[config.mk]
export PLATFORM = sky130hd
export DESIGN_NAME = adc_top
export DESIGN_NICKNAME = d
export VERILOG_FILES = /design/src/adc_pkg.sv /design/src/adc_ctrl_if.sv /design/src/spi_register_bank.sv /design/src/multislope_modulator.sv /design/src/adc_top.sv
export VERILOG_INCLUDE_DIRS = /design/src /design/src/src
export SDC_FILE = /design/constraint.sdc
export NUM_CORES = 1
export LEC_CHECK = 0
export BUFFER_PORTS_ARGS = -buffer_cell sky130_fd_sc_hd__buf_2
export CORE_MARGIN = 10
export CORE_UTILIZATION = 29
export DETAILED_ROUTE_END_ITERATION = 8
export GPL_ROUTABILITY_DRIVEN = 0
export PLACE_DENSITY = 0.43
export SLEW_MARGIN = 40
export SYNTH_ARGS = -nofsm -noshare
export SYNTH_HDL_FRONTEND = slang
export SYNTH_SLANG_ARGS = --single-unit
export TNS_END_PERCENT = 50
[constraint.sdc]
create_clock -name clk -period 4.3 [get_ports clk]
set_input_delay 0.86 -clock clk [delete_from_list [all_inputs] [get_ports clk]]
set_output_delay 0.86 -clock clk [all_outputs]
set_load 0.01 [all_outputs]
[src/adc_macros.svh]
// widths, default settings and settle time shared by the adc controller
`ifndef ADC_MACROS_SVH
`define ADC_MACROS_SVH

// width of every count and run-up setting
`define ADC_COUNT_W 24

// spi frame length in bits
`define ADC_FRAME_W 32

// address byte is complete after this many bits
`define ADC_ADDR_BITS 8

// settle clocks spent in init with switches off
`define ADC_INIT_WAIT 64

// run-up defaults, restored by reset and soft restore
`define ADC_RUNUP_LEN_DEFAULT 20
`define ADC_PHASES_DEFAULT 10

// led pattern after reset or soft restore
`define ADC_LED_DEFAULT 3'b101

`endif

[src/adc_pkg.sv]
// adc controller types: spi frame union, register map, modulator states
// and integrator switch codes
`include "adc_macros.svh"

package adc_pkg;

  // one spi frame, seen as the shift image or as decoded fields
  typedef union packed {
    logic [`ADC_FRAME_W-1:0] raw;
    struct packed {
      // set to read without writing
      logic                    read_only;
      logic [6:0]              addr;
      logic [`ADC_COUNT_W-1:0] value;
    } fields;
  } spi_frame_u;

  // register map, 7 bit addresses
  typedef enum logic [6:0] {
    REG_LED           = 7'd7,
    REG_RUNUP_LEN     = 7'd8,
    REG_COUNT_UP      = 7'd9,
    REG_COUNT_DOWN    = 7'd10,
    REG_COUNT_RUNDOWN = 7'd11,
    REG_PHASES        = 7'd12,
    REG_RESTORE       = 7'd13
  } reg_addr_e;

  typedef enum logic [2:0] {
    ST_INIT,
    ST_RUNUP,
    ST_RUNDOWN,
    ST_DONE
  } mod_state_e;

  // bit order is {sig, n, p}
  typedef enum logic [2:0] {
    SW_OFF = 3'b000,
    SW_POS = 3'b001,
    SW_NEG = 3'b010
  } switch_e;

endpackage

[src/adc_ctrl_if.sv]
// settings and results between the spi register bank and the modulator
`timescale 1ns/10ps
`include "adc_macros.svh"

interface adc_ctrl_if;

  // settings, owned by the register bank
  logic [`ADC_COUNT_W-1:0] runup_len;
  logic [`ADC_COUNT_W-1:0] phase_total;

  // latched results, owned by the modulator
  // held until the next result_valid
  logic [`ADC_COUNT_W-1:0] count_up;
  logic [`ADC_COUNT_W-1:0] count_down;
  logic [`ADC_COUNT_W-1:0] count_rundown;
  logic                    result_valid;

  modport regs (
    output runup_len, phase_total,
    input  count_up, count_down, count_rundown, result_valid
  );

  modport modulator (
    input  runup_len, phase_total,
    output count_up, count_down, count_rundown, result_valid
  );

endinterface

[src/spi_register_bank.sv]
// spi slave register bank, oversampled on clk
// led and run-up settings, read-back of latched conversion counts
`timescale 1ns/10ps
`include "adc_macros.svh"

module spi_register_bank (
  input  logic       clk,
  input  logic       reset,
  input  logic       spi_sclk,
  input  logic       spi_cs,
  input  logic       spi_mosi,
  output logic       spi_miso,
  output logic [2:0] led,
  adc_ctrl_if.regs   ctrl
);

  // two sync flops plus one edge-detect stage per line
  logic [2:0] sclk_s;
  logic [2:0] cs_s;
  logic [1:0] mosi_s;
  logic       sclk_fall;
  logic       cs_rise;

  // frame shift registers and bit count
  adc_pkg::spi_frame_u     rx;
  logic [`ADC_FRAME_W-1:0] rx_next;
  logic [`ADC_FRAME_W-1:0] tx;
  logic [5:0]              bit_cnt;

  // read decode
  adc_pkg::reg_addr_e      rd_addr;
  logic [`ADC_COUNT_W-1:0] rd_value;

  // local copy of the latest result
  logic [`ADC_COUNT_W-1:0] res_up;
  logic [`ADC_COUNT_W-1:0] res_down;
  logic [`ADC_COUNT_W-1:0] res_rundown;

  //////////////////////////////
  // synchronizers

  always_ff @(posedge clk)
  begin
    if (reset)
    begin
      sclk_s <= 3'b000;
      // cs idles high, so no false frame end out of reset
      cs_s   <= 3'b111;
      mosi_s <= 2'b00;
    end
    else
    begin
      sclk_s <= {sclk_s[1:0], spi_sclk};
      cs_s   <= {cs_s[1:0], spi_cs};
      mosi_s <= {mosi_s[0], spi_mosi};
    end
  end

  assign sclk_fall = (sclk_s[2:1] == 2'b10);
  assign cs_rise   = (cs_s[2:1] == 2'b01);

  //////////////////////////////
  // shift in and out

  // frame image after this falling edge, mosi shifted in msb first
  assign rx_next = {rx.raw[`ADC_FRAME_W-2:0], mosi_s[1]};

  // address is the low 7 bits of the first byte, top bit is read-only
  assign rd_addr = adc_pkg::reg_addr_e'(rx_next[6:0]);

  always_comb
  begin
    case (rd_addr)
      adc_pkg::REG_LED:           rd_value = {{(`ADC_COUNT_W-3){1'b0}}, led};
      adc_pkg::REG_RUNUP_LEN:     rd_value = ctrl.runup_len;
      adc_pkg::REG_COUNT_UP:      rd_value = res_up;
      adc_pkg::REG_COUNT_DOWN:    rd_value = res_down;
      adc_pkg::REG_COUNT_RUNDOWN: rd_value = res_rundown;
      adc_pkg::REG_PHASES:        rd_value = ctrl.phase_total;
      default:                    rd_value = '0;
    endcase
  end

  // rx carries no reset, bit_cnt qualifies it
  always_ff @(posedge clk)
  begin
    if (sclk_fall && !cs_s[1])
      rx.raw <= rx_next;
  end

  always_ff @(posedge clk)
  begin
    if (reset)
    begin
      bit_cnt <= '0;
      tx      <= '0;
    end
    else if (cs_s[1])
    begin
      // idle or frame end, miso returns low
      bit_cnt <= '0;
      tx      <= '0;
    end
    else if (sclk_fall)
    begin
      // saturate so overlong frames never look like 32 bits
      if (bit_cnt != 6'h3f)
        bit_cnt <= bit_cnt + 6'd1;
      if (bit_cnt == 6'(`ADC_ADDR_BITS - 1))
        // snapshot: value occupies the upper 24 bits from bit 9 on
        tx <= {rd_value, {(`ADC_FRAME_W-`ADC_COUNT_W){1'b0}}};
      else
        tx <= {tx[`ADC_FRAME_W-2:0], 1'b0};
    end
  end

  assign spi_miso = tx[`ADC_FRAME_W-1];

  //////////////////////////////
  // writable registers

  always_ff @(posedge clk)
  begin
    if (reset)
    begin
      led             <= `ADC_LED_DEFAULT;
      ctrl.runup_len   <= `ADC_COUNT_W'(`ADC_RUNUP_LEN_DEFAULT);
      ctrl.phase_total <= `ADC_COUNT_W'(`ADC_PHASES_DEFAULT);
    end
    else if (cs_rise && bit_cnt == 6'(`ADC_FRAME_W) && !rx.fields.read_only)
    begin
      case (adc_pkg::reg_addr_e'(rx.fields.addr))
        adc_pkg::REG_LED:       led <= rx.fields.value[2:0];
        adc_pkg::REG_RUNUP_LEN: ctrl.runup_len <= rx.fields.value;
        adc_pkg::REG_PHASES:    ctrl.phase_total <= rx.fields.value;
        adc_pkg::REG_RESTORE:
        begin
          // soft restore, value bits ignored
          led             <= `ADC_LED_DEFAULT;
          ctrl.runup_len   <= `ADC_COUNT_W'(`ADC_RUNUP_LEN_DEFAULT);
          ctrl.phase_total <= `ADC_COUNT_W'(`ADC_PHASES_DEFAULT);
        end
        // count registers are read only
        default: ;
      endcase
    end
  end

  // result copy, taken on the modulator strobe
  always_ff @(posedge clk)
  begin
    if (reset)
    begin
      res_up      <= '0;
      res_down    <= '0;
      res_rundown <= '0;
    end
    else if (ctrl.result_valid)
    begin
      res_up      <= ctrl.count_up;
      res_down    <= ctrl.count_down;
      res_rundown <= ctrl.count_rundown;
    end
  end

endmodule

[src/multislope_modulator.sv]
// multislope run-up/run-down modulator
// comparator synchronizer, phase counters and result latch
`timescale 1ns/10ps
`include "adc_macros.svh"

module multislope_modulator (
  input  logic          clk,
  input  logic          reset,
  input  logic          cmpr_out,
  output logic [2:0]    switches,
  output logic          cmpr_latch,
  output logic          com_interrupt,
  adc_ctrl_if.modulator ctrl
);

  // comparator, two sync flops plus edge stage
  logic [2:0] cmpr_s;
  logic       cmpr_high;
  logic       cmpr_cross;

  adc_pkg::mod_state_e state;
  adc_pkg::switch_e    sw;
  adc_pkg::switch_e    next_sw;

  // clocks within the current phase or init wait
  logic [`ADC_COUNT_W-1:0] clk_cnt;
  // phases started so far in this run-up
  logic [`ADC_COUNT_W-1:0] phase_cnt;

  // settings, frozen for one conversion
  logic [`ADC_COUNT_W-1:0] runup_len_q;
  logic [`ADC_COUNT_W-1:0] phase_total_q;

  // running counts of the conversion in progress
  logic [`ADC_COUNT_W-1:0] up_acc;
  logic [`ADC_COUNT_W-1:0] down_acc;
  logic [`ADC_COUNT_W-1:0] rundown_acc;

  logic init_done;
  logic phase_end;

  //////////////////////////////
  // comparator sync

  always_ff @(posedge clk)
  begin
    if (reset)
      cmpr_s <= 3'b000;
    else
      cmpr_s <= {cmpr_s[1:0], cmpr_out};
  end

  assign cmpr_high  = cmpr_s[1];
  // either direction of zero crossing
  assign cmpr_cross = cmpr_s[2] ^ cmpr_s[1];

  // integrator above zero, so pull it down with the negative reference
  assign next_sw   = cmpr_high ? adc_pkg::SW_NEG : adc_pkg::SW_POS;
  assign init_done = (clk_cnt == `ADC_COUNT_W'(`ADC_INIT_WAIT - 1));
  assign phase_end = (clk_cnt == runup_len_q - `ADC_COUNT_W'(1));

  // settings sampled only when a conversion starts
  always_ff @(posedge clk)
  begin
    if (state == adc_pkg::ST_INIT && init_done)
    begin
      runup_len_q   <= ctrl.runup_len;
      phase_total_q <= ctrl.phase_total;
    end
  end

  //////////////////////////////
  // conversion fsm

  always_ff @(posedge clk)
  begin
    if (reset)
    begin
      state              <= adc_pkg::ST_INIT;
      sw                 <= adc_pkg::SW_OFF;
      cmpr_latch         <= 1'b1;
      com_interrupt      <= 1'b1;
      clk_cnt            <= '0;
      phase_cnt          <= '0;
      up_acc             <= '0;
      down_acc           <= '0;
      rundown_acc        <= '0;
      ctrl.count_up      <= '0;
      ctrl.count_down    <= '0;
      ctrl.count_rundown <= '0;
      ctrl.result_valid  <= 1'b0;
    end
    else
    begin
      clk_cnt <= clk_cnt + `ADC_COUNT_W'(1);
      case (state)
        adc_pkg::ST_INIT:
        begin
          if (init_done)
          begin
            // first phase direction taken straight from the comparator
            state      <= adc_pkg::ST_RUNUP;
            clk_cnt    <= '0;
            phase_cnt  <= `ADC_COUNT_W'(1);
            sw         <= next_sw;
            up_acc     <= `ADC_COUNT_W'(cmpr_high);
            down_acc   <= `ADC_COUNT_W'(!cmpr_high);
            // comparator stays enabled from here on
            cmpr_latch <= 1'b0;
          end
        end

        adc_pkg::ST_RUNUP:
        begin
          if (phase_end)
          begin
            clk_cnt <= '0;
            sw      <= next_sw;
            if (phase_cnt == phase_total_q)
            begin
              // same direction rule, now for the run-down slope
              state       <= adc_pkg::ST_RUNDOWN;
              rundown_acc <= '0;
            end
            else
            begin
              phase_cnt <= phase_cnt + `ADC_COUNT_W'(1);
              if (cmpr_high)
                up_acc <= up_acc + `ADC_COUNT_W'(1);
              else
                down_acc <= down_acc + `ADC_COUNT_W'(1);
            end
          end
        end

        adc_pkg::ST_RUNDOWN:
        begin
          rundown_acc <= rundown_acc + `ADC_COUNT_W'(1);
          if (cmpr_cross)
          begin
            // count includes the crossing clock itself
            state              <= adc_pkg::ST_DONE;
            sw                 <= adc_pkg::SW_OFF;
            com_interrupt      <= 1'b0;
            ctrl.count_up      <= up_acc;
            ctrl.count_down    <= down_acc;
            ctrl.count_rundown <= rundown_acc + `ADC_COUNT_W'(1);
            ctrl.result_valid  <= 1'b1;
          end
        end

        adc_pkg::ST_DONE:
        begin
          // interrupt and strobe last exactly one clock
          state             <= adc_pkg::ST_INIT;
          clk_cnt           <= '0;
          com_interrupt     <= 1'b1;
          ctrl.result_valid <= 1'b0;
        end

        default:
          state <= adc_pkg::ST_INIT;
      endcase
    end
  end

  assign switches = sw;

endmodule

[src/adc_top.sv]
// adc controller top: spi register bank, multislope modulator
// and the split of the switch code onto the integrator pins
`timescale 1ns/10ps

module adc_top (
  input  logic       clk,
  input  logic       reset,

  // host spi, cs idle high
  input  logic       spi_sclk,
  input  logic       spi_cs,
  input  logic       spi_mosi,
  output logic       spi_miso,

  // comparator
  input  logic       cmpr_out,
  output logic       cmpr_latch,

  // active low, one clk per conversion
  output logic       com_interrupt,

  // integrator input switches
  output logic       int_in_p,
  output logic       int_in_n,
  output logic       int_in_sig,

  output logic [2:0] led
);

  logic [2:0] switches;

  // settings down, results up
  adc_ctrl_if ctrl_if ();

  spi_register_bank i_bank (
    .clk      (clk),
    .reset    (reset),
    .spi_sclk (spi_sclk),
    .spi_cs   (spi_cs),
    .spi_mosi (spi_mosi),
    .spi_miso (spi_miso),
    .led      (led),
    .ctrl     (ctrl_if.regs)
  );

  multislope_modulator i_modulator (
    .clk           (clk),
    .reset         (reset),
    .cmpr_out      (cmpr_out),
    .switches      (switches),
    .cmpr_latch    (cmpr_latch),
    .com_interrupt (com_interrupt),
    .ctrl          (ctrl_if.modulator)
  );

  // switch code is {sig, n, p}
  assign {int_in_sig, int_in_n, int_in_p} = switches;

endmodule

==> out/qor.csv <==
stage;metric;value;unit
status;status;completed;
yosys;postSynthCellCount;2088;
pwr;cell_area_power_density;397;mW/mm^2
yosys;postSynth.asyncResetShare;0;
clock_network;cts_buffers;49;
global_routing;grt_start_max_net_pins;112;
cells_and_area;antennaDiodeCount;0;
flow_run;cap_viol_max_count;0;
pwr;peakVddDrop;253;uV
die;width_of_the_die;277;um
yosys;number_of_enable_flip_flop_cells_after_synthesis;80;
yosys;ys_warn_count;0;
setup_path;crit_fanout;13;
yosys;ys_seq_area_frac;0.504;
yosys;syn-cell-area;0.0192;mm^2
cells_and_area;layoutNonFillerInstCount;2968;
clock_network;root_buffer;clkbuf_16;
cells_and_area;layout-drive-gt1-share;0.0941;
clock_network;cts_max_path_buffers;3;
sta;timing.clock.skew;0.0214;ns
sta;worst_slew_pin_slew;0.807;ns
clock_network;cts.clk_slew.worst_paths;0.06;ns
global_routing;gr-total-overflow;0;
cells_and_area;finalInstanceArea;0.0218;mm^2
clock_network;tritoncts;built;
detailed_routing;post_drt_via_cell_ratio;5.04;
detailed_routing;met1Wirelength;28.6;mm
setup_path;critical-path-max-stage-delay;0.59;ns
detailed_routing;detail_route.iter0.violations;1206;
sta;finalHoldViolCount;0;
die;fp.coreArea;0.0656;mm^2
clock_network;post-cts-setup-buffers;0;
sta;maximum_clock_frequency;251;MHz
sta;final_period_minus_worst_setup_slack;3.99;ns
die;die_y;277;um
die;num_rows;94;
yosys;dominantRegCellSynth;dfxtp_1;
yosys;yosysTopAreaCellShare;0.379;
die;initial_utilization;0.292;
detailed_routing;wire_length_on_met2;25.1;mm
yosys;synth_cell_type_count;71;
yosys;synth.largest_area_cell;dfxtp_1;
setup_path;crit_arrival;4.46;ns
min_path;worstHoldPathType;reg2reg;
placed_design;postPlaceCellArea;0.0202;mm^2
sta;setup_violations;0;
detailed_routing;vias;14973;
clock_network;clock_latency;0.60;ns
yosys;postSynthRegisterBits;443;
pwr;p_leak;0.00717;uW
detailed_routing;drt_pre_antenna_iters;6;
sta;tcrit_tclk_final;0.928;
placed_design;place.detailed.hpwl;39.2;mm
clock_network;post_cts_resize_count;0;
setup_path;crit_slowest_cell;or4_4;
cells_and_area;layout.nets;2082;
sta;relSlewSlack;0.461;
detailed_routing;ant_nets;0;
global_routing;initial_antenna_violation_count;0;
global_routing;first_global_vias;14209;
sta;final_layout_setup_total_negative_slack;0;ns
setup_path;worst-endpoint-required;4.77;ns
setup_path;critical_path.cell_chain;or4_4 > o22ai_1 > o211ai_1 > or4_1 > nor4_1 > nand4bb_1 > o21a_1 > o311ai_0 > o41ai_1;
global_routing;track_usage;0.144;
detailed_routing;met3_length;2.16;mm
yosys;synth.avg_cell_area;9.19;um^2
detailed_routing;drc_errors_left;0;
setup_path;start_kind;flip-flop;
detailed_routing;wl_per_cell;19.3;um
yosys;synth_net_count;2106;
die;die_area;0.0768;mm^2
placed_design;placed_cells;2877;
detailed_routing;maxUsedRoutingLayer;met4;
detailed_routing;postRouteWirelength;57.4;mm
setup_path;crit_type;reg2reg;
sta;rsz0062_at_grt;no;
yosys;synthTopCellsByArea;dfxtp_1 (38%), edfxtp_1 (13%), nand2_1 (5.6%);
clock_network;cts-htree-levels;2;
setup_path;critPathCaptureType;flip-flop;
clock_network;postCtsHoldBufs;0;
placed_design;numPortBuffers;13;
cells_and_area;synthToLayoutAreaGrowth;13.7;%
global_routing;grt_pass1_wl;88.8;mm
die;io_pins;15;
clock_network;number_of_clock_sinks;443;
sta;report.final.slew_viol_count;0;
==> cell families after synthesis <==
group / count (synthesis) / synth area share
buf+inv: 156 / 0.0314
flops: 443 / 0.504
simple gates: 865 / 0.215
xor+xnor: 124 / 0.0566
mux: 108 / 0.0564
other cells: 1 / 0.000195
fa+ha+maj: 12 / 0.00783
compound gates: 379 / 0.129
==> synthesized netlist by cell type, types with 38 or more instances <==
cell type and n:
a21oi_1 115, a22oi_1 67, clkbuf_1 109, dfxtp_1 363
edfxtp_1 80, mux2i_1 107, nand2_1 286, nand3_1 76
nor2_1 231, nor3_1 48, o21ai_0 53, or2_2 38
xnor2_1 58, xor2_1 66
==> metrics by stage <==
stage	setup WS, ns	power (uW)	hold slack [ns]	utilization
floorplan	0.899	4490	0.389	-
global placement	0.439	4600	0.399	0.308
detailed placement	0.388	4600	0.402	0.308
CTS	0.358	8790	0.408	0.332
global route	0.0528	8950	0.433	0.332
finish	0.309	8670	0.419	0.332
==> cells in the final DEF (no fill, tap or decap), types with 5 or more instances in the layout <==
master,Yosys,layout
buf_4,3,42
xnor2_1,58,58
clkinv_2,0,9
nand2_1,286,282
a22oi_1,67,67
clkbuf_1,109,17
clkbuf_8,0,7
nor3_1,48,47
or3_1,12,12
nand4b_1,5,5
o41ai_1,15,15
nor3b_1,7,5
o21ai_0,53,53
or2_2,38,38
nor4_1,19,19
edfxtp_1,80,80
or4_1,13,13
nand4_1,33,33
buf_2,5,12
inv_1,24,22
a211oi_1,28,28
and3_1,35,34
xor2_1,66,66
o211ai_1,31,31
nand3_1,76,76
ha_1,12,12
nor2b_1,16,16
mux2i_1,107,107
dfxtp_1,363,362
o22ai_1,5,5
nand3b_1,7,7
nor2_1,231,230
a21o_1,5,5
and2_1,8,6
a31oi_1,26,25
a21oi_1,115,114
clkbuf_16,0,51
nand2b_1,9,9
==> critical path, delay by kind of cell, from the launching register on <==
kind / cells / cell delay (ns)
flip-flops: 1 / 0.50
AND/OR/NAND/NOR: 4 / 1.92
AO/OA/AOI/OAI: 5 / 1.43
==> flip-flops by register name, summed over array words and instances (netlist names), 6 cells and up <==
register,flops
i_modulator.up_acc,24
i_bank.res_up,24
i_modulator.down_acc,24
i_modulator.phase_total_q,24
i_bank.res_rundown,24
i_bank.ctrl.runup_len,24
i_bank.bit_cnt,6
i_bank.tx,24
i_modulator.ctrl.count_rundown,24
i_modulator.ctrl.count_down,24
i_modulator.runup_len_q,24
i_bank.res_down,24
i_bank.ctrl.phase_total,24
i_modulator.clk_cnt,24
i_modulator.ctrl.count_up,24
i_bank.rx,32
i_modulator.rundown_acc,24
i_modulator.phase_cnt,24
==> report_power, final <==
group	total, uW	switching [uW]	internal [uW]
combinational	263	189	74.4
clock	4160	1790	2370
sequential	4240	20.3	4220
total	8670	2000	6670
==> cell type report <==
class / count / area, um^2
Timing Repair Buffer: 57 / 427
Sequential cell: 443 / 9670
Clock buffer: 75 / 1440
Multi-Input combinational cell: 1489 / 8970
Tap cell: 864 / 1080
Inverter: 24 / 90.1
Clock inverter: 16 / 131
Fill cell: 6813 / 43800
==> per-layer routing <==
metal | up-vias | GRT usage
met3 | 79 | 0.0206
met2 | 256 | 0.223
li1 | 7359 | -
met5 | - | 0
met4 | 0 | 0.0447
met1 | 7279 | 0.204
==> worst paths after layout <==
check | startpoint | end | slack [ns] | cells after the start
setup / recovery | i_modulator.runup_len_q[3]$_DFFE_PP_ | i_modulator.rundown_acc[5]$_SDFFE_PP0P_ | 0.31 | 9
hold / removal | i_bank.cs_s[0]$_SDFF_PP1_ | i_bank.cs_s[1]$_SDFF_PP1_ | 0.42 | 1
setup reg to reg | i_modulator.runup_len_q[3]$_DFFE_PP_ | i_modulator.rundown_acc[5]$_SDFFE_PP0P_ | 0.31 | 9
hold reg to reg | i_bank.cs_s[0]$_SDFF_PP1_ | i_bank.cs_s[1]$_SDFF_PP1_ | 0.42 | 1
No activity file was read; power rests on OpenSTA's default activity.
